`src/logic/axi_slv_pkg.sv`:
```
// full-width beats only; one burst at a time; 4 KiB crossings are not checked
package axi_slv_pkg;

	////////////////////////////////////////////////////////////
	// widths and depths
	////////////////////////////////////////////////////////////
	localparam int DW        = 64;
	localparam int AW        = 16;
	localparam int ID_W      = 4;
	localparam int MEM_WORDS = 256;
	localparam int ADDR_LSB  = $clog2(DW / 8);
	localparam int MEM_AW    = $clog2(MEM_WORDS);

	// burst and response codes
	localparam logic [1:0] BURST_FIXED = 2'b00;
	localparam logic [1:0] BURST_INCR  = 2'b01;
	localparam logic [1:0] BURST_WRAP  = 2'b10;
	localparam logic [1:0] RESP_OKAY   = 2'b00;
	localparam logic [1:0] RESP_SLVERR = 2'b10;

	////////////////////////////////////////////////////////////
	// channel payloads
	////////////////////////////////////////////////////////////
	// shared by AW and AR
	typedef struct packed {
		logic [ID_W-1:0] id;
		logic [AW-1:0]   addr;
		logic [7:0]      len;
		logic [1:0]      burst;
	} axi_addr_req_t;

	typedef struct packed {
		logic [DW-1:0]     data;
		logic [DW/8-1:0]   strb;
		logic              last;
	} axi_w_beat_t;

	typedef struct packed {
		logic [ID_W-1:0] id;
		logic [1:0]      resp;
	} axi_b_resp_t;

	typedef struct packed {
		logic [ID_W-1:0] id;
		logic [DW-1:0]   data;
		logic [1:0]      resp;
		logic            last;
	} axi_r_beat_t;

	// memory ports, engine to arbiter
	typedef struct packed {
		logic              en;
		logic [MEM_AW-1:0] idx;
		logic [DW-1:0]     data;
		logic [DW/8-1:0]   strb;
	} mem_wr_t;

	typedef struct packed {
		logic              en;
		logic [MEM_AW-1:0] idx;
	} mem_rd_t;

endpackage

```
`src/logic/axi_burst_addr.sv`:
```
// WRAP is honoured for 2, 4, 8 or 16 beats only; other WRAP lengths step as INCR
`timescale 1ns/100ps

module axi_burst_addr import axi_slv_pkg::*; (
	input  logic [AW-1:0] addr,
	input  logic [7:0]    len,
	input  logic [1:0]    burst,
	output logic [AW-1:0] next_addr,
	output logic          out_of_range
);

	logic [AW-1:0] incr_addr;
	logic [AW-1:0] wrap_mask;
	logic          wrap_ok;

	// one full beat ahead
	assign incr_addr = addr + AW'(1 << ADDR_LSB);

	// legal wrap lengths
	assign wrap_ok = (len == 8'd1) || (len == 8'd3) || (len == 8'd7) || (len == 8'd15);

	// window size in bytes minus one
	assign wrap_mask = AW'({len, {ADDR_LSB{1'b1}}});

	always_comb begin
		case (burst)
			BURST_FIXED: begin
				next_addr = addr;
			end
			BURST_WRAP: begin
				if (wrap_ok) begin
					next_addr = (addr & ~wrap_mask) | (incr_addr & wrap_mask);
				end else begin
					next_addr = incr_addr;
				end
			end
			default: begin
				// INCR and the reserved code
				next_addr = incr_addr;
			end
		endcase
	end

	// word index beyond the memory
	assign out_of_range = (addr >> ADDR_LSB) >= AW'(MEM_WORDS);

endmodule

```
`src/logic/axi_wr_engine.sv`:
```
// one write burst at a time; wlast ends the burst, awlen only shapes WRAP addressing
`timescale 1ns/100ps

module axi_wr_engine import axi_slv_pkg::*; (
	input  logic          CLK,
	input  logic          rst,
	input  axi_addr_req_t aw,
	input  logic          aw_valid,
	output logic          aw_ready,
	input  axi_w_beat_t   w,
	input  logic          w_valid,
	output logic          w_ready,
	output axi_b_resp_t   b,
	output logic          b_valid,
	input  logic          b_ready,
	output logic          wr_req,
	input  logic          wr_gnt,
	output mem_wr_t       mem_wr
);

	typedef enum logic [2:0] {
		st_idle,
		st_wait_gnt,
		st_addr,
		st_data,
		st_resp
	} wr_state_t;

	wr_state_t       state;
	logic [ID_W-1:0] id_q;
	logic [AW-1:0]   addr_q;
	logic [7:0]      len_q;
	logic [1:0]      burst_q;
	logic [1:0]      resp_q;
	logic [AW-1:0]   next_addr;
	logic            oor;
	logic            w_hs;

	axi_burst_addr u_step (
		.addr         (addr_q),
		.len          (len_q),
		.burst        (burst_q),
		.next_addr    (next_addr),
		.out_of_range (oor)
	);

	assign wr_req   = (state != st_idle);
	assign aw_ready = (state == st_addr);
	assign w_ready  = (state == st_data);
	assign b_valid  = (state == st_resp);
	assign w_hs     = w_ready & w_valid;

	assign b.id   = id_q;
	assign b.resp = resp_q;

	// out of range beats never reach the memory
	assign mem_wr.en   = w_hs & ~oor;
	assign mem_wr.idx  = addr_q[ADDR_LSB +: MEM_AW];
	assign mem_wr.data = w.data;
	assign mem_wr.strb = w.strb;

	always_ff @(posedge CLK) begin
		if (rst) begin
			state <= st_idle;
		end else begin
			case (state)
				st_idle:     if (aw_valid) state <= st_wait_gnt;
				st_wait_gnt: if (wr_gnt) state <= st_addr;
				st_addr:     if (aw_valid) state <= st_data;
				st_data:     if (w_hs && w.last) state <= st_resp;
				st_resp:     if (b_ready) state <= st_idle;
				default:     state <= st_idle;
			endcase
		end
	end

	// burst context and sticky response
	always_ff @(posedge CLK) begin
		if (aw_ready && aw_valid) begin
			id_q    <= aw.id;
			addr_q  <= aw.addr;
			len_q   <= aw.len;
			burst_q <= aw.burst;
			resp_q  <= RESP_OKAY;
		end else if (w_hs) begin
			addr_q <= next_addr;
			if (oor) begin
				resp_q <= RESP_SLVERR;
			end
		end
	end

endmodule

```
`config.mk`:
```
export PLATFORM = sky130hd
export DESIGN_NAME = axi_wr_engine
export DESIGN_NICKNAME = d
export VERILOG_FILES = /design/src/logic/axi_slv_pkg.sv /design/src/logic/axi_burst_addr.sv /design/src/logic/axi_wr_engine.sv
export SDC_FILE = /design/constraint.sdc
export NUM_CORES = 1
export LEC_CHECK = 0
export ABC_AREA = 1
export BUFFER_PORTS_ARGS = -buffer_cell sky130_fd_sc_hd__buf_4
export CAP_MARGIN = 20
export CORE_MARGIN = 2
export CORE_UTILIZATION = 40
export CTS_CLUSTER_DIAMETER = 150
export DETAILED_ROUTE_END_ITERATION = 8
export PLACE_DENSITY = 0.95
export SLEW_MARGIN = 20
export SYNTH_ARGS = -nofsm -noshare
export SYNTH_HDL_FRONTEND = slang
export SYNTH_SLANG_ARGS = --single-unit
```
`constraint.sdc`:
```
create_clock -name CLK -period 3.2 [get_ports CLK]
set_input_delay 0.96 -clock CLK [delete_from_list [all_inputs] [get_ports CLK]]
set_output_delay 0.96 -clock CLK [all_outputs]
set_load 0.005 [all_outputs]
```
==> results by group, run 1 <==
Run status
  • Status: finished, final reports clean

Worst setup path
  • CP Cell Sequence: nor3_1, nand3_1, nor2_1, buf_4
  • Reg2reg start: addr_q[3]
  • Required @ worst endpoint: 2240 ps
  • Largest stage delay, worst path: 460 ps
  • Slowest CP cell: edfxtp_1
  • CP endpoint kind: primary output
  • CP startpoint: addr_q[11]
  • R2r setup slk: 1490 ps
  • R2R depth: 7
  • Crit path launch type: flop
  • Worst endpoint data arrival time: 1430 ps
  • Crit Path Class: flop to primary output
  • CP Max Fanout: 4
  • R2r endpoint: addr_q[13]

Clock tree
  • Root Buffer: clkbuf_8
  • # hold bufs at CTS: 0
  • Clock sink count: 31
  • Max clock buf depth: 2
  • Post-CTS setup buffers: 0
  • PostCTS Resize Cnt: 0
  • Skew-Pair Late Insertion Delay: 280 ps
  • CTS tree: yes
  • H-tree depth: 2
  • Clk slew on worst S/H paths: 60 ps
  • Num CTS Buffers: 5

Yosys
  • Top post-synthesis cells by area: edfxtp_1 (36%), buf_4 (27%), nand2_1 (9.5%)
  • Synth Register Bits: 31
  • Cell variety after synth: 27
  • Xor/xnor share of the synthesized area: 0.0310
  • Post-synth top flop: edfxtp_1
  • Adder-Cell Fraction of Synth Area: 0.0111
  • Largest family of logic cells by synthesized area: buffers and inverters
  • Syn Area/Cell: 8.29 um^2
  • Yosys warning total: 0
  • Async SR Flop Fraction: 0
  • Post-Syn Nets: 384
  • Largest area contributor in the netlist: edfxtp_1
  • Yosys top cell area share: 0.358
  • Post-synthesis compound-gate area fraction: 0.0459
  • Post-synthesis mux area share: 0
  • Cell area after synthesis: 2260 um^2
  • Sequential area share after synthesis: 0.394
  • Cells after Synth: 273
  • EDFF count, synth: 27
  • Simple-gate portion of the synthesized area: 0.191

Placement
  • IO buf count: 51
  • DP Area: 2120 um^2
  • GP Congestion: 0.884
  • DPL Wire Length: 3.79 mm
  • Placed cell count: 314
  • Post-Place Setup Slack: 858 ps

STA
  • Endpoints failing setup: 0
  • Pins Over Slew Limit: 0
  • Tmin final: 2390 ps
  • Fin crit share: 0.746
  • Final Hold Fails: 0
  • Worst Skew: 1.89 ps
  • RSZ-0062 raised after global routing: false
  • Max Fclk: 0.419 GHz
  • Worst hold slack: 487 ps
  • Final worst slack: 813 ps
  • TNS Setup: 0 ps

Final layout
  • Utilization after layout: 0.402
  • Layout area overhead: -2.71%
  • Post-route insts no fill: 322
  • Non-Filler Cell Area, Final: 2200 um^2
  • Most common cell after layout, fill and taps aside: nand2_1
  • Most frequent cells in the layout: nand2_1 (57), buf_4 (51), edfxtp_1 (27)
  • Post-layout net count: 360
  • Layout cell share with drive strength beyond 1: 0.288
  • Antenna Cells: 0

Worst hold path
  • Hold Crit Class: flop to flop
  • Hold Path Depth: 2
  • Hold Crit Endpoint: resp_q[1]
  • Hold_sp: resp_q[1]

Die
  • Area of the core: 5470 um^2
  • Die Y: 79.2 um
  • Die area: 6280 um^2
  • Starting Density: 0.414
  • Top-Level Pins: 200
  • Die W: 79.2 um
  • Site row count: 27

Global route
  • Vias in the first global route: 1507
  • Initial antenna violation count: 0
  • Global-route wire length before repair: 7.29 mm
  • GRT overflow: 0
  • Largest net degree at the start of global routing: 31
  • GR Util All Layers: 0.152

Run
  • Max-cap violation count: 0

Detailed routing
  • WL/cell: 14.5 um
  • Top sig layer: met4
  • Post-route ant nets: 0
  • Residual DRC count: 0
  • Via/cell ratio: 4.64
  • Metal2 WL: 2.48 mm
  • Vias: 1494
  • Initial drt markers: 56
  • Met3 WL post-DR: 519 um
  • Drt total wl: 4.66 mm
  • 1st-pass router iterations: 4
  • Wire length on met1: 1.57 mm

Power
  • Total power: 1.09 mW
  • Pwr per Cell Area: 494 nW/um^2
  • Max rail drop VDD: 0.000331 V
  • Leak: 1.05 nW
[cell families (layout without fill, tap and decap cells)]
logic type               after synthesis  count (layout)
adder cells (fa/ha/maj)                2               2
buffers and inverters                112              89
AND/OR/NAND/NOR                      102             102
XOR/XNOR                               8               8
flip-flops                            31              31
other                                  1               1
AO/OA/AOI/OAI                         17              17
[routing by layer]
metal,track usage,vias to the layer above
li1,-,726
met1,0.158,643
met2,0.268,108
met3,0.0648,17
met4,0.0603,0
met5,0,-
[how the worst max path moves through the flow]
stage / end / cells past startpoint
6_report: mem_wr[80] / 4
5_1_grt: mem_wr[80] / 4
4_1_cts: mem_wr[80] / 4
3_5_place_dp: mem_wr[80] / 4
3_3_place_gp: mem_wr[80] / 4
2_1_floorplan: mem_wr[80] / 2
[power by group]
| group | internal, mW | switching (mW) | leakage, nW |
|---|---|---|---|
| sequential | 0.501 | 0.0342 | 0.279 |
| combinational | 0.116 | 0.144 | 0.733 |
| clock | 0.151 | 0.141 | 0.0412 |
[final cells by class]
| cell class | instances | area, um^2 |
|---|---|---|
| Clock buffer | 6 | 72.6 |
| Inverter | 30 | 118 |
| Fill cell | 529 | 3270 |
| Clock inverter | 2 | 12.5 |
| Tap cell | 72 | 90.1 |
| Sequential cell | 31 | 891 |
| Multi-Input combinational cell | 130 | 636 |
| Timing Repair Buffer | 51 | 383 |
[critical path: cells and delay by family, from the launching register on]
| kind | cells | cell delay [ps] |
|---|---|---|
| and+or+nand+nor | 3 | 560 |
| DFF | 1 | 460 |
| buffers and inverters | 1 | 130 |
[cell usage after synthesis (all sizes together), types with 2 or more instances]
library cell	count
a21oi	5
buf	82
dfxtp	4
edfxtp	27
ha	2
inv	30
nand2	61
nand3	7
nand4	2
nor2	26
nor3	4
o21ai	12
xnor2	2
xor2	6
No activity file was read; power rests on OpenSTA's default activity.
==> run 2: changes to the inputs <==
Settings changed: CORE_UTILIZATION 40 to 38, PLACE_DENSITY 0.95 to 0.91.
Clock period 3.2 ns to 2.31 ns, I/O delays scaled along.
==> run 2 against run 1 <==
  * Final area decreased by 0.17%
  * Non-clock buffer count unchanged
  * Routed wire length decreased by 0.19%
  * Clock-buffer cell count decreased by 1
  * Core utilization decreased by 2.7 points
  * Critical path depth unchanged
  * Sequential share of layout area increased by 0.069 points
  * Via count about the same
  * Clock skew increased by 11 ps
==> results by group, run 2 (synthesized netlist as in run 1, its figures left out) <==
Run status
  • Status: finished, final reports clean

Worst setup path
  • Reg2reg start: state[2]
  • Worst setup path end: mem_wr[80]
  • Crit path launch type: flop
  • Required @ worst endpoint: 1620 ps (-620 ps)
  • R2r endpoint: addr_q[15]
  • CP startpoint: addr_q[11]
  • CP endpoint kind: primary output
  • R2r setup slk: 600 ps (-890 ps)
  • R2R depth: 7 (unchanged)
  • Crit Path Class: flop to primary output
  • Worst endpoint data arrival time: 1320 ps (-110 ps)
  • CP Max Fanout: 4 (unchanged)

STA
  • Worst Skew: 12.7 ps (+10.8 ps)
  • Final worst slack: 294 ps (-518 ps)
  • Fin crit share: 0.873
  • Pins Over Slew Limit: 0 (unchanged)
  • Endpoints failing setup: 0 (unchanged)
  • Final Hold Fails: 0 (unchanged)
  • Tmin final: 2020 ps
  • RSZ-0062 raised after global routing: false
  • Max Fclk: 0.496 GHz
  • Worst hold slack: 493 ps (+5.95 ps)
  • TNS Setup: 0 ps (unchanged)

Run
  • Max-cap violation count: 0 (unchanged)

Detailed routing
  • WL/cell: 14.3 um (-0.81%)
  • Vias: 1495 (+0.067%)
  • Post-route ant nets: 0 (unchanged)
  • Via/cell ratio: 4.61 (-0.55%)
  • Drt total wl: 4.65 mm (-0.19%)
  • Residual DRC count: 0 (unchanged)
  • 1st-pass router iterations: 5 (+1)
  • Initial drt markers: 67 (+20%)

Power
  • Leak: 1.05 nW (about the same)
  • Pwr per Cell Area: 678 nW/um^2 (+37%)
  • Max rail drop VDD: 0.000418 V (+26%)
  • Total power: 1.49 mW (+37%)

Die
  • Starting Density: 0.387 (-0.0267)
  • Die Y: 81.2 um (+2.5%)
  • Top-Level Pins: 200 (unchanged)
  • Site row count: 28 (+3.7%)
  • Die W: 81.2 um (+2.5%)
  • Area of the core: 5850 um^2 (+6.9%)
  • Die area: 6590 um^2 (+5.0%)

Clock tree
  • H-tree depth: 2 (unchanged)
  • Num CTS Buffers: 5 (unchanged)
  • Post-CTS setup buffers: 0 (unchanged)
  • Root Buffer: clkbuf_8
  • PostCTS Resize Cnt: 0 (unchanged)
  • # hold bufs at CTS: 0 (unchanged)
  • Skew-Pair Late Insertion Delay: 280 ps (about the same)
  • Max clock buf depth: 2 (unchanged)
  • Clk slew on worst S/H paths: 70 ps (about the same)
  • Clock sink count: 31 (unchanged)
  • CTS tree: yes

Final layout
  • Utilization after layout: 0.376 (-0.0266)
  • Antenna Cells: 0 (unchanged)
  • Layout area overhead: -2.87%
  • Fill count: 550 (+4.0%)
  • Most frequent cells in the layout: nand2_1 (57), buf_4 (51), edfxtp_1 (27)
  • Most common cell after layout, fill and taps aside: nand2_1
  • Layout cell share with drive strength beyond 1: 0.285 (-0.00286)
  • Post-layout net count: 360 (unchanged)

Global route
  • GRT overflow: 0 (unchanged)
  • Initial antenna violation count: 0 (unchanged)
  • Global-route wire length before repair: 6.98 mm (-4.4%)
  • GR Util All Layers: 0.139 (-0.0121)
  • Largest net degree at the start of global routing: 31 (unchanged)
  • Vias in the first global route: 1478 (-1.9%)

Placement
  • GP Congestion: 0.838 (-5.3%)
  • IO buf count: 51 (unchanged)
  • Post-Place Setup Slack: 448 ps (-409 ps)
  • DPL Wire Length: 3.85 mm (+1.5%)

Worst hold path
  • Hold Crit Class: flop to flop
==> run 2: worst min path at each step <==
stage | start | to | slack [ps] | cells past startpoint
floorplan | resp_q[1] | resp_q[1] | 460 | 2
global placement | resp_q[1] | resp_q[1] | 480 | 2
detailed placement | resp_q[1] | resp_q[1] | 470 | 2
CTS | resp_q[1] | resp_q[1] | 490 | 2
global route | resp_q[1] | resp_q[1] | 560 | 2
finish | resp_q[1] | resp_q[1] | 490 | 2
==> run 2: final cells by class <==
class | instances | area, um^2 | area share
flip-flops and latches | 31 | 891 | 0.405
multi-input cells | 130 | 636 | 0.289
repair buffers | 51 | 383 | 0.174
inverters | 30 | 118 | 0.0535
well taps | 75 | 93.8 | 0.0427
clock buffers | 5 | 68.8 | 0.0313
clock inverters | 2 | 8.76 | 0.00398
==> run 2: per-stage QoR <==
step                      cells  instance area (um^2)
after floorplan             273                  2260
after global placement      317                  2120
after detailed placement    317                  2120
after CTS                   324                  2200
final                       324                  2200
after global routing        324                  2200
==> run 2: critical path: stages, from the launching register on <==
cell and delay, ps:
edfxtp_1 450, nor3_1 200, nand3_1 160, nor2_1 120
buf_4 110
==> run 2: layer usage <==
metal | wire length [um] | GRT usage | up-vias | part of all wire
met2 | 2440 | 0.257 | 99 | 0.52
met1 | 1560 | 0.131 | 660 | 0.34
li1 | - | - | 722 | -
met5 | 0 | 0 | - | 0
met4 | 91 | 0.0576 | 0 | 0.020
met3 | 552 | 0.0667 | 14 | 0.12
==> run 2: where the power goes <==
group,leakage [nW],internal (mW),switching [mW]
clock network,0.0414,0.200,0.188
logic,0.733,0.160,0.200
registers,0.279,0.694,0.0486
total,1.05,1.05,0.436
==> run 3: changes to the inputs <==
==> constraint.sdc (replaced) <==
create_clock -name CLK -period 2.31 [get_ports CLK]
set_input_delay 0.231 -clock CLK [delete_from_list [all_inputs] [get_ports CLK]]
set_output_delay 0.231 -clock CLK [all_outputs]
set_load 0.005 [all_outputs]
==> run 3 against run 2 <==
  * Die area stayed put
  * Combinational power is 1% lower
  * Core utilization is 0.064 points higher
  * Clock power is 2% higher
  * Routed wire length is 1.3% lower
  * Critical endpoint is now addr_q[12]
==> results by group, run 3 (synthesized netlist as in run 1, its figures left out) <==
STA
  • Fin crit share: 0.755 (-0.118)
  • Worst hold slack: 118 ps (-375 ps)
  • Worst Skew: 6.54 ps (-6.19 ps)
  • Final Hold Fails: 0 (unchanged)
  • Endpoints failing setup: 0 (unchanged)
  • TNS Setup: 0 ps (unchanged)
  • Pins Over Slew Limit: 0 (unchanged)
  • Max Fclk: 0.574 GHz (+16%)
  • Tmin final: 1740 ps (-272 ps)
  • RSZ-0062 raised after global routing: false

Detailed routing
  • Post-route ant nets: 0 (unchanged)
  • Initial drt markers: 35 (-48%)
  • Via/cell ratio: 4.58 (-0.77%)
  • Drt total wl: 4.59 mm (-1.3%)
  • Residual DRC count: 0 (unchanged)
  • WL/cell: 14.1 um (-1.6%)
  • Vias: 1488 (-0.47%)
  • 1st-pass router iterations: 4 (-1)

Worst setup path
  • Worst endpoint data arrival time: 1710 ps (+390 ps)
  • CP endpoint kind: flop
  • Crit Path Class: flop to flop
  • CP Max Fanout: 30 (+26)
  • Required @ worst endpoint: 2280 ps (+660 ps)
  • Crit path launch type: flop

Clock tree
  • Root Buffer: clkbuf_8
  • Clk slew on worst S/H paths: 60 ps (about the same)
  • Clock sink count: 31 (unchanged)
  • # hold bufs at CTS: 0 (unchanged)
  • H-tree depth: 2 (unchanged)
  • Num CTS Buffers: 5 (unchanged)
  • PostCTS Resize Cnt: 0 (unchanged)
  • Post-CTS setup buffers: 0 (unchanged)
  • Skew-Pair Late Insertion Delay: 280 ps (about the same)
  • Max clock buf depth: 2 (unchanged)
  • CTS tree: yes

Global route
  • GRT overflow: 0 (unchanged)
  • Vias in the first global route: 1442 (-2.4%)
  • Initial antenna violation count: 0 (unchanged)
  • Global-route wire length before repair: 6.76 mm (-3.2%)
  • GR Util All Layers: 0.137 (-0.00255)
  • Largest net degree at the start of global routing: 31 (unchanged)

Die
  • Die area: 6590 um^2 (unchanged)
  • Area of the core: 5850 um^2 (unchanged)
  • Top-Level Pins: 200 (unchanged)
  • Starting Density: 0.387 (unchanged)
  • Site row count: 28 (unchanged)
  • Die Y: 81.2 um (unchanged)
  • Die W: 81.2 um (unchanged)

Placement
  • IO buf count: 51 (unchanged)
  • DP Area: 2120 um^2 (unchanged)
  • Placed cell count: 317 (unchanged)
  • GP Congestion: 0.837 (about the same)
  • DPL Wire Length: 3.74 mm (-2.9%)

Power
  • Max rail drop VDD: 0.000461 V (+10%)
  • Clock share of power: 0.266 (+0.005)
  • Psw: 430 uW (-1.6%)
  • Leak: 1.05 nW (about the same)
  • Total power: 1.49 mW (+0.25%)
  • Switch share: 0.288 (-0.00533)
  • Reg power frac: 0.497 (about the same)
  • Pwr per Cell Area: 678 nW/um^2 (about the same)
  • Comb pwr share: 0.238 (-0.003)
  • Internal: 1.06 mW (+1.0%)

Worst hold path
  • Hold Crit Class: input port to flop

Final layout
  • Most frequent cells in the layout: nand2_1 (57), buf_4 (51), edfxtp_1 (27)
  • Antenna Cells: 0 (unchanged)
  • Layout area overhead: -2.71%
  • Post-route insts no fill: 325 (+0.31%)
  • Layout cell share with drive strength beyond 1: 0.284 (-0.00114)
  • Post-layout net count: 360 (unchanged)
  • Most common cell after layout, fill and taps aside: nand2_1
  • Non-Filler Cell Area, Final: 2200 um^2 (+0.17%)
  • Fill count: 556 (+1.1%)

Run status
  • Status: finished, final reports clean

Run
  • Max-cap violation count: 0 (unchanged)
-- run 3: final cells by class --
class,instances,area [um^2],area share
Multi-Input combinational cell,130,636,0.289
Timing Repair Buffer,51,383,0.174
Clock buffer,7,76.3,0.0347
Inverter,30,118,0.0534
Sequential cell,31,891,0.405
Clock inverter,1,5.00,0.00227
Tap cell,75,93.8,0.0426
-- run 3: worst max-delay path, cell delays in order, from the launching register on --
cell and delay (ps):
dfxtp_1 370, nor2_2 210, nand2_2 90, inv_2 80
nand2_4 100, inv_6 220, o21ai_2 150, inv_1 200
-- run 3: worst paths after layout --
path | start | endpoint | slack, ps | cells after the start
worst max-delay path | state[2] | addr_q[12] | 570 | 7
worst min-delay path | rst | state[2] | 120 | 2
worst max register to register | state[2] | addr_q[12] | 570 | 7
worst min register to register | resp_q[1] | resp_q[1] | 500 | 2
-- run 3: stage by stage --
step / util / setup slack (ps)
finish: 0.376 / 567
detailed placement: 0.362 / 581
global placement: 0.362 / 657
global route: 0.376 / 430
floorplan: - / 846
CTS: 0.376 / 562
-- run 3: power groups by stage --
stage | Clock (mW) | Combinational (mW) | Sequential (mW)
2_1_floorplan | 0 | 0.331 | 0.743
3_3_place_gp | 0 | 0.341 | 0.750
3_5_place_dp | 0 | 0.355 | 0.752
4_1_cts | 0.405 | 0.357 | 0.740
5_1_grt | 0.444 | 0.405 | 0.749
6_report | 0.397 | 0.355 | 0.742
-- run 3: layer usage --
metal / share of wire / global-route usage
met1: 0.34 / 0.131
met5: 0 / 0
met2: 0.52 / 0.247
met3: 0.12 / 0.0733
met4: 0.022 / 0.0492
