## src/logic/axi_slv_pkg.sv

```systemverilog
// full-width beats only; one burst at a time; 4 KiB crossings are not checked
package axi_slv_pkg;

	////////////////////////////////////////////////////////////
	// widths and depths
	////////////////////////////////////////////////////////////
	localparam int DW        = 64;
	localparam int AW        = 16;
	localparam int ID_W      = 4;
	localparam int MEM_WORDS = 256;
	localparam int ADDR_LSB  = $clog2(DW / 8);
	localparam int MEM_AW    = $clog2(MEM_WORDS);

	// burst and response codes
	localparam logic [1:0] BURST_FIXED = 2'b00;
	localparam logic [1:0] BURST_INCR  = 2'b01;
	localparam logic [1:0] BURST_WRAP  = 2'b10;
	localparam logic [1:0] RESP_OKAY   = 2'b00;
	localparam logic [1:0] RESP_SLVERR = 2'b10;

	////////////////////////////////////////////////////////////
	// channel payloads
	////////////////////////////////////////////////////////////
	// shared by AW and AR
	typedef struct packed {
		logic [ID_W-1:0] id;
		logic [AW-1:0]   addr;
		logic [7:0]      len;
		logic [1:0]      burst;
	} axi_addr_req_t;

	typedef struct packed {
		logic [DW-1:0]     data;
		logic [DW/8-1:0]   strb;
		logic              last;
	} axi_w_beat_t;

	typedef struct packed {
		logic [ID_W-1:0] id;
		logic [1:0]      resp;
	} axi_b_resp_t;

	typedef struct packed {
		logic [ID_W-1:0] id;
		logic [DW-1:0]   data;
		logic [1:0]      resp;
		logic            last;
	} axi_r_beat_t;

	// memory ports, engine to arbiter
	typedef struct packed {
		logic              en;
		logic [MEM_AW-1:0] idx;
		logic [DW-1:0]     data;
		logic [DW/8-1:0]   strb;
	} mem_wr_t;

	typedef struct packed {
		logic              en;
		logic [MEM_AW-1:0] idx;
	} mem_rd_t;

endpackage

```

## src/logic/axi_burst_addr.sv

```systemverilog
// WRAP is honoured for 2, 4, 8 or 16 beats only; other WRAP lengths step as INCR
`timescale 1ns/100ps

module axi_burst_addr import axi_slv_pkg::*; (
	input  logic [AW-1:0] addr,
	input  logic [7:0]    len,
	input  logic [1:0]    burst,
	output logic [AW-1:0] next_addr,
	output logic          out_of_range
);

	logic [AW-1:0] incr_addr;
	logic [AW-1:0] wrap_mask;
	logic          wrap_ok;

	// one full beat ahead
	assign incr_addr = addr + AW'(1 << ADDR_LSB);

	// legal wrap lengths
	assign wrap_ok = (len == 8'd1) || (len == 8'd3) || (len == 8'd7) || (len == 8'd15);

	// window size in bytes minus one
	assign wrap_mask = AW'({len, {ADDR_LSB{1'b1}}});

	always_comb begin
		case (burst)
			BURST_FIXED: begin
				next_addr = addr;
			end
			BURST_WRAP: begin
				if (wrap_ok) begin
					next_addr = (addr & ~wrap_mask) | (incr_addr & wrap_mask);
				end else begin
					next_addr = incr_addr;
				end
			end
			default: begin
				// INCR and the reserved code
				next_addr = incr_addr;
			end
		endcase
	end

	// word index beyond the memory
	assign out_of_range = (addr >> ADDR_LSB) >= AW'(MEM_WORDS);

endmodule

```

## src/logic/axi_rd_engine.sv

```systemverilog
// one read burst at a time; a beat every two cycles at best
`timescale 1ns/100ps

module axi_rd_engine import axi_slv_pkg::*; (
	input  logic          CLK,
	input  logic          rst,
	input  axi_addr_req_t ar,
	input  logic          ar_valid,
	output logic          ar_ready,
	output axi_r_beat_t   r,
	output logic          r_valid,
	input  logic          r_ready,
	output logic          rd_req,
	input  logic          rd_gnt,
	input  logic [DW-1:0] rd_data,
	output mem_rd_t       mem_rd
);

	typedef enum logic [2:0] {
		st_idle,
		st_wait_gnt,
		st_addr,
		st_fetch,
		st_beat
	} rd_state_t;

	rd_state_t       state;
	logic [ID_W-1:0] id_q;
	logic [AW-1:0]   addr_q;
	logic [7:0]      len_q;
	logic [1:0]      burst_q;
	logic [7:0]      cnt_q;
	logic [AW-1:0]   next_addr;
	logic            oor;
	logic            r_hs;

	axi_burst_addr u_step (
		.addr         (addr_q),
		.len          (len_q),
		.burst        (burst_q),
		.next_addr    (next_addr),
		.out_of_range (oor)
	);

	assign rd_req   = (state != st_idle);
	assign ar_ready = (state == st_addr);
	assign r_valid  = (state == st_beat);
	assign r_hs     = r_valid & r_ready;

	assign mem_rd.en  = (state == st_fetch) & ~oor;
	assign mem_rd.idx = addr_q[ADDR_LSB +: MEM_AW];

	// address holds during the beat, so oor still belongs to it
	assign r.id   = id_q;
	assign r.data = oor ? '0 : rd_data;
	assign r.resp = oor ? RESP_SLVERR : RESP_OKAY;
	assign r.last = (cnt_q == len_q);

	always_ff @(posedge CLK) begin
		if (rst) begin
			state <= st_idle;
		end else begin
			case (state)
				st_idle:     if (ar_valid) state <= st_wait_gnt;
				st_wait_gnt: if (rd_gnt) state <= st_addr;
				st_addr:     if (ar_valid) state <= st_fetch;
				st_fetch:    state <= st_beat;
				st_beat: begin
					if (r_ready) begin
						state <= r.last ? st_idle : st_fetch;
					end
				end
				default:     state <= st_idle;
			endcase
		end
	end

	// burst context and beat count
	always_ff @(posedge CLK) begin
		if (ar_ready && ar_valid) begin
			id_q    <= ar.id;
			addr_q  <= ar.addr;
			len_q   <= ar.len;
			burst_q <= ar.burst;
			cnt_q   <= 8'd0;
		end else if (r_hs) begin
			addr_q <= next_addr;
			cnt_q  <= cnt_q + 8'd1;
		end
	end

endmodule

```

## config.mk

```make
export PLATFORM = sky130hd
export DESIGN_NAME = axi_rd_engine
export DESIGN_NICKNAME = d
export VERILOG_FILES = /design/src/logic/axi_slv_pkg.sv /design/src/logic/axi_burst_addr.sv /design/src/logic/axi_rd_engine.sv
export SDC_FILE = /design/constraint.sdc
export NUM_CORES = 1
export LEC_CHECK = 0
export BUFFER_PORTS_ARGS = -buffer_cell sky130_fd_sc_hd__buf_4
export CAP_MARGIN = 10
export CORE_MARGIN = 2
export CORE_UTILIZATION = 37
export DETAILED_ROUTE_END_ITERATION = 16
export MAX_ROUTING_LAYER = met4
export PLACE_DENSITY_LB_ADDON = 0.2
export SLEW_MARGIN = 15
export SYNTH_ARGS = -nofsm -noshare
export SYNTH_HDL_FRONTEND = slang
export SYNTH_SLANG_ARGS = --single-unit
```

## constraint.sdc

```tcl
create_clock -name CLK -period 1.8 [get_ports CLK]
set_input_delay 0.36 -clock CLK [delete_from_list [all_inputs] [get_ports CLK]]
set_output_delay 0.36 -clock CLK [all_outputs]
set_load 0.005 [all_outputs]
```

==> flow_summary.html, run 1 <==
<table>
<tr><th>Metric</th><th>Value</th></tr>
<tr><th colspan="2">Worst setup path</th></tr>
<tr><td>Peak per-stage delay on the critical path</td><td>0.55 ns</td></tr>
<tr><td>Endpoint kind of the worst setup timing path</td><td>output port</td></tr>
<tr><td>Critical Path RT</td><td>1.44 ns</td></tr>
<tr><td>CP startpoint kind</td><td>register</td></tr>
<tr><td>Highest net fanout along the worst path</td><td>32</td></tr>
<tr><td>Cell at the slowest stage of the critical path</td><td>or4_4</td></tr>
<tr><td>Arrival time of the worst setup path</td><td>1.87 ns</td></tr>
<tr><td>Worst Setup Path Type</td><td>reg -&gt; out</td></tr>
<tr><td>Critical path cell sequence</td><td>or4_4, nor2_4, buf_12, inv_1, nor2_1, buf_4</td></tr>
<tr><th colspan="2">CTS</th></tr>
<tr><td>Clock tree from TritonCTS</td><td>done</td></tr>
<tr><td>TritonCTS sink count</td><td>38</td></tr>
<tr><td>Clock network latency to the later pin of the worst-skew pair</td><td>0.28 ns</td></tr>
<tr><td>Clock root buffer master</td><td>clkbuf_8</td></tr>
<tr><td>Clock H-tree levels</td><td>2</td></tr>
<tr><td>Number of CTS-inserted buffers</td><td>5</td></tr>
<tr><td>Clock-pin slew on the worst setup and hold paths</td><td>0.07 ns</td></tr>
<tr><td>Maximum buffer depth of the clock tree</td><td>2</td></tr>
<tr><th colspan="2">Placement</th></tr>
<tr><td>HPWL Detailed</td><td>6221 µm</td></tr>
<tr><td>Placement-stage worst setup slack</td><td>-0.1544 ns</td></tr>
<tr><td>Quantity of I/O buffers inserted on ports</td><td>177</td></tr>
<tr><td>Routability congestion estimate</td><td>0.8382</td></tr>
<tr><td>Total instance count after detailed placement</td><td>between 500 and 600</td></tr>
<tr><th colspan="2">Synthesis</th></tr>
<tr><td>Share of the synthesized area in the top cell type</td><td>33.08%</td></tr>
<tr><td>Top post-synthesis cells by area</td><td>edfxtp_1, and2_1, dfxtp_1, xnor2_1, buf_4</td></tr>
<tr><td>Top cell type by total area after synthesis</td><td>edfxtp_1</td></tr>
<tr><td>Number of flops mapped to enable cells by yosys</td><td>27</td></tr>
<tr><td>Post-Syn Area per Cell</td><td>9.146 µm²</td></tr>
<tr><td>Synthesized netlist net count</td><td>370</td></tr>
<tr><td>Yosys warning count</td><td>0</td></tr>
<tr><td>Count of distinct cell types in the synthesized netlist</td><td>37</td></tr>
<tr><td>Cell count after synthesis</td><td>268</td></tr>
<tr><td>Post-synthesis sequential area ratio</td><td>42.06%</td></tr>
<tr><td>Post-synthesis sequential element count</td><td>38</td></tr>
<tr><td>Synth Flop Type</td><td>edfxtp_1</td></tr>
<tr><td>Cell area after synthesis</td><td>2451 µm²</td></tr>
<tr><td>Fraction of synthesis flops using an asynchronous set or reset pin</td><td>0%</td></tr>
<tr><th colspan="2">Die</th></tr>
<tr><td>Die boundary width</td><td>about 85 µm</td></tr>
<tr><td>Chip Height</td><td>85.39 µm</td></tr>
<tr><td>Count of pins on the block boundary</td><td>182</td></tr>
<tr><td>Die Footprint</td><td>7291 µm²</td></tr>
<tr><td>Starting utilization of the core area</td><td>38.38%</td></tr>
<tr><td>Core Rows</td><td>29</td></tr>
<tr><td>Area of the core region</td><td>6386 µm²</td></tr>
<tr><th colspan="2">Layout</th></tr>
<tr><td>Area added between synthesis and finish</td><td>65.08%</td></tr>
<tr><td>Number of diodes</td><td>0</td></tr>
<tr><td>Final Net Count</td><td>around 560</td></tr>
<tr><td>Fillers</td><td>about 570</td></tr>
<tr><td>Cell Count, Final, Fillers Out</td><td>about 530</td></tr>
<tr><td>Fraction of layout instances using a drive strength above 1</td><td>about 48%</td></tr>
<tr><td>Post-layout util</td><td>63.36%</td></tr>
<tr><th colspan="2">Global route</th></tr>
<tr><td>Total routing resource utilization after global routing</td><td>20.68%</td></tr>
<tr><td>Pin count of the biggest net entering global routing</td><td>33</td></tr>
<tr><td>Global-route wire length before repair</td><td>11340 µm</td></tr>
<tr><td>Vias in the first global route</td><td>2229</td></tr>
<tr><td>Initial antenna violation count</td><td>0</td></tr>
<tr><td>Overflow left after global routing</td><td>0</td></tr>
<tr><th colspan="2">Timing</th></tr>
<tr><td>Setup repair after global routing missed its margin</td><td>true</td></tr>
<tr><td>Total setup violations reported at the end of the flow</td><td>66</td></tr>
<tr><td>Share of the cycle needed by the critical path after routing</td><td>123.8%</td></tr>
<tr><td>Final hold violation count</td><td>0</td></tr>
<tr><td>Fmax</td><td>448.7 MHz</td></tr>
<tr><td>Final critical-path setup slack</td><td>-0.4286 ns</td></tr>
<tr><td>Post-layout min period</td><td>around 2.2 ns</td></tr>
<tr><td>Layout Skew</td><td>0.005615 ns</td></tr>
<tr><td>Slew Limit Fails</td><td>0</td></tr>
<tr><th colspan="2">Route</th></tr>
<tr><td>Detailed-routing iteration count for the pre-antenna-repair pass</td><td>4</td></tr>
<tr><td>Number of DRC markers after the initial detailed-route iteration</td><td>83</td></tr>
<tr><td>Total number of vias</td><td>2455</td></tr>
<tr><td>Antenna viol nets, final</td><td>0</td></tr>
<tr><td>Total routed wirelength</td><td>7512 µm</td></tr>
<tr><td>Vias per inst</td><td>4.615</td></tr>
<tr><td>Final routed wire length divided by cell count</td><td>14.12 µm</td></tr>
<tr><td>DRC violation count after routing</td><td>0</td></tr>
<tr><th colspan="2">Pwr</th></tr>
<tr><td>Internal power</td><td>0.001461 W</td></tr>
<tr><td>Power share of the sequential group</td><td>53.7%</td></tr>
<tr><td>Total power per unit cell area</td><td>between 400 and 500 nW/µm²</td></tr>
<tr><td>LEAKAGE</td><td>around 1.9 nW</td></tr>
<tr><td>IR Drop Worst-Case VDD</td><td>623.2 µV</td></tr>
<tr><td>Combinational cell fraction of total power</td><td>between 10% and 20%</td></tr>
<tr><td>Switch share</td><td>around 22%</td></tr>
<tr><td>Clock network fraction of design power</td><td>slightly below 30%</td></tr>
<tr><td>Switching power</td><td>between 0.0004 and 0.0005 W</td></tr>
<tr><th colspan="2">Run</th></tr>
<tr><td>Maximum Capacitance Violations</td><td>0</td></tr>
<tr><th colspan="2">Status</th></tr>
<tr><td>Outcome</td><td>finished with violations</td></tr>
<tr><td>Failing checks</td><td>negative setup slack</td></tr>
<tr><th colspan="2">Min path</th></tr>
<tr><td>Type of the worst min-delay path</td><td>in -&gt; reg</td></tr>
</table>
==> power groups by stage <==
stage / sequential [W] / clock [W] / combinational, W
2_1_floorplan: 0.00102 / 0 / 0.000117
3_3_place_gp: 0.00102 / 0 / 0.000317
3_5_place_dp: 0.00103 / 0 / 0.000324
4_1_cts: 0.00101 / 0.000568 / 0.000328
5_1_grt: 0.00101 / 0.000602 / 0.000363
6_report: 0.00101 / 0.000542 / 0.000327
==> cell families after synthesis <==
family / count (synthesis) / share of synthesized area [%]
compound gates: 33 / 7.657
xor+xnor: 25 / 8.933
fa+ha+maj: 3 / 1.532
simple gates: 140 / 31.70
other cells: 1 / 0.1530
buf+inv: 28 / 7.963
flops: 38 / 42.06
==> metrics by stage <==
step	area, µm²	power, W	hold WS [ns]	TNS, ns
5_1_grt	4046	0.001977	0.2308	-30.25
3_5_place_dp	3879	0.001350	0.5188	-7.325
6_report	4046	0.001879	0.2502	-24.83
3_3_place_gp	3879	0.001342	0.5053	-5.144
2_1_floorplan	2451	0.001136	0.4291	-0.6678
4_1_cts	4018	0.001904	0.2362	-26.08
==> final timing paths <==
kind                                         endpoint             startpoint  cells after the start  slack (ns)
worst max register to register   addr_q[12]$_DFFE_PP_  state[1]$_SDFFE_PP0P_                      5        0.11
worst min-delay path                id_q[2]$_DFFE_PP_                 ar[28]                      1        0.25
worst min register to register  cnt_q[1]$_SDFFE_PP0P_  cnt_q[1]$_SDFFE_PP0P_                      2        0.53
worst max-delay path                        mem_rd[8]   addr_q[13]$_DFFE_PP_                      6       -0.43
==> per-layer routing <==
| metal | GRT usage [%] | part of all wire [%] |
|---|---|---|
| met1 | 25.52 | 41 |
| met2 | 34.30 | 50 |
| met3 | 4.280 | 6.9 |
| met4 | 5.916 | 1.5 |
| met5 | - | 0 |
==> Yosys cell counts, types with 4 or more instances <==
cell / n
buf_6: 5
buf_4: 13
edfxtp_1: 27
inv_1: 6
o21ai_0: 19
nor3_1: 9
and2_1: 65
xor2_1: 5
a21oi_1: 4
dfxtp_1: 11
xnor2_1: 20
nand3_1: 4
nand2_1: 25
nor2_1: 16
nand4_1: 6
==> placed cells by master (no fill, tap or decap), types with 2 or more instances in the layout <==
cell type  Yosys  routed
xnor2_1       20      20
edfxtp_1      27      27
nand2_1       25      25
o21ai_0       19      18
a21oi_1        4       4
and2_1        65      62
nor3_1         9       9
nand3_1        4       4
o31ai_1        3       3
nand3b_1       2       2
and2_4         0       3
dfxtp_1       11      10
buf_6          5       5
buf_12         0       2
buf_4         13     194
nor4_1         2       2
nand2b_1       3       3
clkbuf_8       0       5
inv_1          6       6
xor2_1         5       5
ha_1           3       3
o21ai_1        2       2
nor2_1        16      14
nand4_1        6       6
==> repair_timing <==
item                       in CTS  in global routing
hold buffers                    0                  0
hold endpoints to repair        0                  0
gates cloned                    1                  0
buffers inserted                3                  1
gates resized for setup         8                  6
setup endpoints to repair      71                 79
==> worst max-delay path: cells and delay by family (launching register included) <==
family / cells / cell delay (ns)
DFF: 1 / 0.39
buffers and inverters: 3 / 0.36
and+or+nand+nor: 3 / 0.83
==> final cells by class <==
cell class | instances | area (µm²) | share of cell area [%]
Clock buffer | 6 | 72.57 | 1.793
Clock inverter | 2 | 8.758 | 0.2165
Inverter | 6 | 22.52 | 0.5566
Multi-Input combinational cell | 202 | 1261 | 31.17
Sequential cell | 38 | 1032 | 25.51
Tap cell | 77 | 96.34 | 2.381
Timing Repair Buffer | 201 | 1553 | 38.37
No activity file was read; power rests on OpenSTA's default activity.
==> run 2: changes to the inputs <==
==> constraint.sdc (replaced) <==
create_clock -name CLK -period 1.8 [get_ports CLK]
set_input_delay 0.18 -clock CLK [delete_from_list [all_inputs] [get_ports CLK]]
set_output_delay 0.18 -clock CLK [all_outputs]
set_load 0.005 [all_outputs]
==> run 2 against run 1 <==
Against the previous run: the flow still finishes with violations (negative setup slack); global-route usage shrank 0.54 points; final area grew 10%; power grew 1.4%.
==> flow_summary.html, run 2 (synthesis gave the netlist of run 1 again) <==
<table>
<tr><th>Metric</th><th>Value</th></tr>
<tr><th colspan="2">Status</th></tr>
<tr><td>Outcome</td><td>finished with violations</td></tr>
<tr><td>Failing checks</td><td>negative setup slack</td></tr>
<tr><th colspan="2">Pwr</th></tr>
<tr><td>Switching power</td><td>0.0004307 W</td></tr>
<tr><td>Switch share</td><td>22.61%</td></tr>
<tr><td>LEAKAGE</td><td>2.025 nW</td></tr>
<tr><td>Power share of the sequential group</td><td>53.1%</td></tr>
<tr><td>Internal power</td><td>0.001474 W</td></tr>
<tr><td>Total power per unit cell area</td><td>426.7 nW/µm²</td></tr>
<tr><td>Combinational cell fraction of total power</td><td>a little under a fifth</td></tr>
<tr><td>Clock network fraction of design power</td><td>28.5%</td></tr>
<tr><td>IR Drop Worst-Case VDD</td><td>567.5 µV</td></tr>
<tr><th colspan="2">Layout</th></tr>
<tr><td>Most common cell after layout, fill and taps aside</td><td>buf_4</td></tr>
<tr><td>Final Net Count</td><td>561</td></tr>
<tr><td>Area added between synthesis and finish</td><td>82.13%</td></tr>
<tr><td>Most frequent cells in the layout</td><td>buf_4, and2_4, buf_6</td></tr>
<tr><td>Fraction of layout instances using a drive strength above 1</td><td>56.30%</td></tr>
<tr><td>Number of diodes</td><td>0</td></tr>
<tr><th colspan="2">Global route</th></tr>
<tr><td>Pin count of the biggest net entering global routing</td><td>24</td></tr>
<tr><td>Initial antenna violation count</td><td>0</td></tr>
<tr><td>Total routing resource utilization after global routing</td><td>20.15%</td></tr>
<tr><td>Vias in the first global route</td><td>between 2000 and 2500</td></tr>
<tr><td>Overflow left after global routing</td><td>0</td></tr>
<tr><td>Global-route wire length before repair</td><td>11310 µm</td></tr>
<tr><th colspan="2">Timing</th></tr>
<tr><td>Fmax</td><td>479.5 MHz</td></tr>
<tr><td>Layout Skew</td><td>between 0.006 and 0.007 ns</td></tr>
<tr><td>Worst hold margin</td><td>0.07098 ns</td></tr>
<tr><td>Setup repair after global routing missed its margin</td><td>true</td></tr>
<tr><td>Total setup violations reported at the end of the flow</td><td>66</td></tr>
<tr><td>Total negative slack</td><td>-16.63 ns</td></tr>
<tr><td>Share of the cycle needed by the critical path after routing</td><td>115.9%</td></tr>
<tr><td>Final hold violation count</td><td>0</td></tr>
<tr><td>Final critical-path setup slack</td><td>-0.2854 ns</td></tr>
<tr><td>Slew Limit Fails</td><td>0</td></tr>
<tr><td>Post-layout min period</td><td>2.085 ns</td></tr>
<tr><th colspan="2">Route</th></tr>
<tr><td>Detailed-routing iteration count for the pre-antenna-repair pass</td><td>4</td></tr>
<tr><td>Total number of vias</td><td>2590</td></tr>
<tr><td>Antenna viol nets, final</td><td>0</td></tr>
<tr><td>Final routed wire length divided by cell count</td><td>15.70 µm</td></tr>
<tr><td>Number of DRC markers after the initial detailed-route iteration</td><td>85</td></tr>
<tr><td>DRC violation count after routing</td><td>0</td></tr>
<tr><td>Total routed wirelength</td><td>8429 µm</td></tr>
<tr><td>Vias per inst</td><td>4.823</td></tr>
<tr><th colspan="2">Die</th></tr>
<tr><td>Starting utilization of the core area</td><td>38.38%</td></tr>
<tr><td>Core Rows</td><td>29</td></tr>
<tr><td>Die Footprint</td><td>approximately 7300 µm²</td></tr>
<tr><td>Die boundary width</td><td>85.39 µm</td></tr>
<tr><td>Count of pins on the block boundary</td><td>roughly 180</td></tr>
<tr><td>Chip Height</td><td>85.39 µm</td></tr>
<tr><td>Area of the core region</td><td>6386 µm²</td></tr>
<tr><th colspan="2">CTS</th></tr>
<tr><td>Clock-pin slew on the worst setup and hold paths</td><td>~0.07 ns</td></tr>
<tr><td>Maximum buffer depth of the clock tree</td><td>2</td></tr>
<tr><td>Clock tree from TritonCTS</td><td>done</td></tr>
<tr><td>Clock H-tree levels</td><td>2</td></tr>
<tr><td>Clock root buffer master</td><td>clkbuf_8</td></tr>
<tr><td>TritonCTS sink count</td><td>38</td></tr>
<tr><td>Number of CTS-inserted buffers</td><td>5</td></tr>
<tr><td>Clock network latency to the later pin of the worst-skew pair</td><td>0.28 ns</td></tr>
<tr><th colspan="2">Placement</th></tr>
<tr><td>HPWL Detailed</td><td>approximately 6300 µm</td></tr>
<tr><td>Quantity of I/O buffers inserted on ports</td><td>between 150 and 200</td></tr>
<tr><td>Routability congestion estimate</td><td>0.8300</td></tr>
<tr><th colspan="2">Worst setup path</th></tr>
<tr><td>Cell class contributing the biggest share of worst-path delay</td><td>simple AND/OR/NAND/NOR gates</td></tr>
<tr><td>CP startpoint kind</td><td>register</td></tr>
<tr><td>Endpoint kind of the worst setup timing path</td><td>output port</td></tr>
<tr><td>Highest net fanout along the worst path</td><td>8</td></tr>
<tr><td>Critical Path RT</td><td>1.62 ns</td></tr>
<tr><td>Worst Setup Path Type</td><td>reg -&gt; out</td></tr>
<tr><td>Combined buffer and inverter count along the critical path</td><td>3</td></tr>
<tr><td>Slack of the worst reg-to-reg path</td><td>about 0.12 ns</td></tr>
<tr><td>Peak per-stage delay on the critical path</td><td>between 0.5 and 0.6 ns</td></tr>
<tr><td>Arrival time of the worst setup path</td><td>between 1.5 and 2 ns</td></tr>
<tr><td>Cell at the slowest stage of the critical path</td><td>or4_4</td></tr>
<tr><td>Critical path cell sequence</td><td>or4_4, nor2_4, buf_12, clkbuf_16, and2_4, buf_6</td></tr>
<tr><th colspan="2">Run</th></tr>
<tr><td>Maximum Capacitance Violations</td><td>0</td></tr>
<tr><th colspan="2">Min path</th></tr>
<tr><td>Type of the worst min-delay path</td><td>in -&gt; reg</td></tr>
</table>
==> run 2: cell types whose count changed in the layout (fill, tap and decap cells not counted), sizes merged <==
cell,before,now
clkbuf,6,10
buf,201,202
==> run 2: worst register-to-register path, delay by kind of cell (launching register included) <==
kind	cells	cell delay [ns]
flip-flops	1	0.46
buffers and inverters	2	0.38
AND/OR/NAND/NOR	1	0.29
AO/OA/AOI/OAI	2	0.27
==> run 2: final cells by class <==
| cell class | count | area, µm² |
|---|---|---|
| sequential | 38 | 1031 |
| timing repair buffer | 206 | 1881 |
| clock inverter | 2 | 8.758 |
| tap | 77 | 96.34 |
| multi-input combinational | 202 | 1350 |
| inverter | 6 | 25.02 |
| clock buffer | 6 | 72.57 |
| fill | 478 | 1922 |
==> run 2: final timing paths <==
kind	from	end	cells after the start
max	addr_q[13]$_DFFE_PP_	r[57]	6
min reg2reg	cnt_q[1]$_SDFFE_PP0P_	cnt_q[1]$_SDFFE_PP0P_	2
min	ar[4]	len_q[2]$_DFFE_PP_	1
max reg2reg	state[2]$_SDFFE_PP0P_	addr_q[13]$_DFFE_PP_	5
==> run 2: routing by layer <==
layer | up-vias | GRT usage [%] | wire length [µm] | part of all wire, %
met5 | - | - | 0 | 0
met4 | 0 | 5.628 | 101 | 1.2
met3 | 8 | 5.156 | 559 | 6.6
met2 | 101 | 35.58 | 4570 | 54
met1 | 1204 | 22.44 | 3198 | 38
li1 | 1277 | - | - | -
==> run 2: through the flow <==
stage / util (%) / std cells / cell area, µm² / setup WS [ns] / power (W)
after floorplan: - / 268 / 2451 / 0.09131 / 0.001136
after global placement: 61.21 / 518 / 3909 / 0.06165 / 0.001345
after detailed placement: 61.21 / 518 / 3909 / 0.04099 / 0.001356
after CTS: 63.52 / 530 / 4056 / -0.2531 / 0.001897
after global routing: 69.91 / 537 / 4464 / -0.3480 / 0.001989
final: 69.91 / 537 / 4464 / -0.2854 / 0.001905
==> run 2: repair_timing <==
item                                    4_1_cts  5_1_grt
endpoints found under the setup margin       66       76
gates cloned                                  1        6
gates resized for setup                       2       89
buffers inserted                              3        1
pin swaps                                     0       37
hold buffers                                  0        0
==> run 2: power groups by stage <==
stage               registers, W  logic (W)  clock network, W
global placement         0.00103   0.000320                 0
global route             0.00101   0.000381          0.000592
CTS                      0.00101   0.000332          0.000556
detailed placement       0.00103   0.000328                 0
finish                   0.00101   0.000351          0.000543
floorplan                0.00102   0.000117                 0
==> run 3: changes to the inputs <==
- REMOVE_ABC_BUFFERS: unset -> 1
==> run 3 against run 2 <==
Against the previous run: final area shrank 8.8%; clock-buffer cell count unchanged; largest power group unchanged; critical path depth fell by 1; the run still ends with negative setup slack left; largest cell class unchanged; non-clock buffer count fell by 2; highest routed layer unchanged; global-route usage down 0.093 points; final cell count decreased by 0.37%; critical path type unchanged.
==> flow_summary.html, run 3 (synthesis gave the netlist of run 1 again) <==
<table>
<tr><th>Metric</th><th>Value</th></tr>
<tr><th colspan="2">Status</th></tr>
<tr><td>Outcome</td><td>finished with violations</td></tr>
<tr><td>Failing checks</td><td>negative setup slack</td></tr>
<tr><th colspan="2">Pwr</th></tr>
<tr><td>LEAKAGE</td><td>1.890 nW</td></tr>
<tr><td>Switch share</td><td>23.26%</td></tr>
<tr><td>Power share of the sequential group</td><td>52.5%</td></tr>
<tr><td>Combinational cell fraction of total power</td><td>between 15 and 20%</td></tr>
<tr><td>Switching power</td><td>0.0004448 W</td></tr>
<tr><td>Total power per unit cell area</td><td>469.5 nW/µm²</td></tr>
<tr><td>Clock network fraction of design power</td><td>30.1%</td></tr>
<tr><td>IR Drop Worst-Case VDD</td><td>602.9 µV</td></tr>
<tr><td>Internal power</td><td>0.001467 W</td></tr>
<tr><th colspan="2">CTS</th></tr>
<tr><td>Clock root buffer master</td><td>clkbuf_8</td></tr>
<tr><td>Clock tree from TritonCTS</td><td>done</td></tr>
<tr><td>Clock network latency to the later pin of the worst-skew pair</td><td>0.29 ns</td></tr>
<tr><td>Maximum buffer depth of the clock tree</td><td>2</td></tr>
<tr><td>TritonCTS sink count</td><td>38</td></tr>
<tr><td>Number of CTS-inserted buffers</td><td>5</td></tr>
<tr><td>Clock H-tree levels</td><td>2</td></tr>
<tr><td>Clock-pin slew on the worst setup and hold paths</td><td>0.08 ns</td></tr>
<tr><td>Cts hold-fix bufs</td><td>0</td></tr>
<tr><th colspan="2">Global route</th></tr>
<tr><td>Pin count of the biggest net entering global routing</td><td>38</td></tr>
<tr><td>Peak-usage layer in the global routing report</td><td>met2</td></tr>
<tr><td>Overflow left after global routing</td><td>0</td></tr>
<tr><td>Met3 usage in global routing</td><td>3.794%</td></tr>
<tr><td>GRT met2 Usage</td><td>37.00%</td></tr>
<tr><td>Total routing resource utilization after global routing</td><td>20.05%</td></tr>
<tr><td>Global-route wire length before repair</td><td>approximately 11000 µm</td></tr>
<tr><td>Initial antenna violation count</td><td>0</td></tr>
<tr><td>Vias in the first global route</td><td>2393</td></tr>
<tr><td>Met1 Use GR</td><td>20.88%</td></tr>
<tr><th colspan="2">Timing</th></tr>
<tr><td>Share of the cycle needed by the critical path after routing</td><td>113.1%</td></tr>
<tr><td>Post-layout min period</td><td>2.035 ns</td></tr>
<tr><td>Layout Skew</td><td>around 0.009 ns</td></tr>
<tr><td>Final hold violation count</td><td>0</td></tr>
<tr><td>Setup repair after global routing missed its margin</td><td>true</td></tr>
<tr><td>Slew Limit Fails</td><td>0</td></tr>
<tr><td>Total setup violations reported at the end of the flow</td><td>66</td></tr>
<tr><td>Fmax</td><td>491.4 MHz</td></tr>
<tr><td>Final critical-path setup slack</td><td>-0.2351 ns</td></tr>
<tr><th colspan="2">Run</th></tr>
<tr><td>Maximum Capacitance Violations</td><td>0</td></tr>
<tr><th colspan="2">Route</th></tr>
<tr><td>Vias per inst</td><td>between 4 and 5</td></tr>
<tr><td>Total number of vias</td><td>2536</td></tr>
<tr><td>Final routed wire length divided by cell count</td><td>between 10 and 15 µm</td></tr>
<tr><td>Antenna viol nets, final</td><td>0</td></tr>
<tr><td>Total routed wirelength</td><td>~7500 µm</td></tr>
<tr><td>Number of DRC markers after the initial detailed-route iteration</td><td>74</td></tr>
<tr><td>DRC violation count after routing</td><td>0</td></tr>
<tr><td>Detailed-routing iteration count for the pre-antenna-repair pass</td><td>4</td></tr>
<tr><th colspan="2">Layout</th></tr>
<tr><td>Number of diodes</td><td>0</td></tr>
<tr><td>Post-route standard cell area excluding fillers</td><td>around 4100 µm²</td></tr>
<tr><td>Cell Count, Final, Fillers Out</td><td>535</td></tr>
<tr><td>Most common cell after layout, fill and taps aside</td><td>buf_4</td></tr>
<tr><td>Most frequent cells in the layout</td><td>buf_4, and2_1, edfxtp_1</td></tr>
<tr><td>Final Net Count</td><td>approximately 560</td></tr>
<tr><td>Fraction of layout instances using a drive strength above 1</td><td>48.69%</td></tr>
<tr><td>Area added between synthesis and finish</td><td>66.16%</td></tr>
<tr><th colspan="2">Placement</th></tr>
<tr><td>HPWL Detailed</td><td>6144 µm</td></tr>
<tr><td>Dpl cell area</td><td>just under 4000 µm²</td></tr>
<tr><td>Total instance count after detailed placement</td><td>522</td></tr>
<tr><td>Quantity of I/O buffers inserted on ports</td><td>roughly 180</td></tr>
<tr><td>Routability congestion estimate</td><td>slightly below 0.9</td></tr>
<tr><th colspan="2">Die</th></tr>
<tr><td>Die boundary width</td><td>85.39 µm</td></tr>
<tr><td>Area of the core region</td><td>~6400 µm²</td></tr>
<tr><td>Core Rows</td><td>29</td></tr>
<tr><td>Count of pins on the block boundary</td><td>182</td></tr>
<tr><td>Die Footprint</td><td>~7300 µm²</td></tr>
<tr><td>Chip Height</td><td>85.39 µm</td></tr>
<tr><td>Starting utilization of the core area</td><td>between 30% and 40%</td></tr>
<tr><th colspan="2">Worst setup path</th></tr>
<tr><td>CP startpoint kind</td><td>register</td></tr>
<tr><td>Endpoint kind of the worst setup timing path</td><td>output port</td></tr>
<tr><td>Cell class contributing the biggest share of worst-path delay</td><td>simple AND/OR/NAND/NOR gates</td></tr>
<tr><td>Cell at the slowest stage of the critical path</td><td>or4_4</td></tr>
<tr><td>Critical path cell sequence</td><td>or4_4, nor2_4, buf_6, and2_1, buf_4</td></tr>
<tr><td>Peak per-stage delay on the critical path</td><td>about 0.56 ns</td></tr>
<tr><td>Highest net fanout along the worst path</td><td>20</td></tr>
<tr><td>Critical Path RT</td><td>roughly 1.6 ns</td></tr>
<tr><td>Arrival time of the worst setup path</td><td>approximately 1.9 ns</td></tr>
<tr><td>Combined buffer and inverter count along the critical path</td><td>2</td></tr>
<tr><td>Worst Setup Path Type</td><td>reg -&gt; out</td></tr>
<tr><th colspan="2">Min path</th></tr>
<tr><td>Type of the worst min-delay path</td><td>in -&gt; reg</td></tr>
</table>
[run 3: power by group through the flow]
stage | Clock, W | Combinational, W | Sequential [W]
floorplan | 0 | 0.0000995 | 0.00102
global placement | 0 | 0.000318 | 0.00102
detailed placement | 0 | 0.000328 | 0.00102
CTS | 0.000589 | 0.000332 | 0.00100
global route | 0.000623 | 0.000367 | 0.00101
finish | 0.000576 | 0.000332 | 0.00100
[run 3: timing repair]
item / CTS / global route
buffers inserted: 6 / 2
pin swaps: 2 / 3
resized for setup: 8 / 12
cloned: 1 / 0
setup endpoints to repair: 71 / 97
[run 3: layout make-up]
class | count | area, µm²
multi-input cells | 202 | 1265
well taps | 77 | 96.34
clock buffers | 6 | 72.57
fillers | 566 | 2313
flip-flops and latches | 38 | 1031
repair buffers | 204 | 1570
inverters | 6 | 22.52
clock inverters | 2 | 15.01
[run 3: metrics by stage]
step                total power [W]  utilization (%)  setup WS [ns]  setup TNS [ns]  hold WS, ns
CTS                        0.001925            63.99        -0.2834          -16.89      0.04840
detailed placement         0.001351            61.29       -0.02180         -0.1085       0.3594
floorplan                  0.001123                -        -0.9981          -66.67       0.2491
global route               0.002000            63.77        -0.3298          -18.44      0.04318
finish                     0.001912            63.77        -0.2351          -13.34      0.05429
global placement           0.001339            61.29       0.004450               0       0.3580
[run 3: worst register-to-register path: cells and delay by family (launching register included)]
family / cells / cell delay [ns]
buffers and inverters: 1 / 0.16
AND/OR/NAND/NOR: 3 / 0.64
AO/OA/AOI/OAI: 1 / 0.15
flip-flops: 1 / 0.42
[run 3: worst paths after layout]
check                         from                    end  slack, ns  depth (start not counted)
max           addr_q[13]$_DFFE_PP_                  r[47]      -0.24                          5
min                         ar[26]      id_q[0]$_DFFE_PP_       0.05                          1
max reg2reg     len_q[6]$_DFFE_PP_               register       0.18                          5
min reg2reg  cnt_q[1]$_SDFFE_PP0P_  cnt_q[1]$_SDFFE_PP0P_       0.52                          2
[run 3: layer usage]
layer  share of wire [%]  routed length, µm  up-vias
li1                    -                  -     1270
met1                  37               2753     1152
met2                  54               4033      100
met3                 6.3                472       14
met4                 2.7                199        0
met5                   0                  0        -
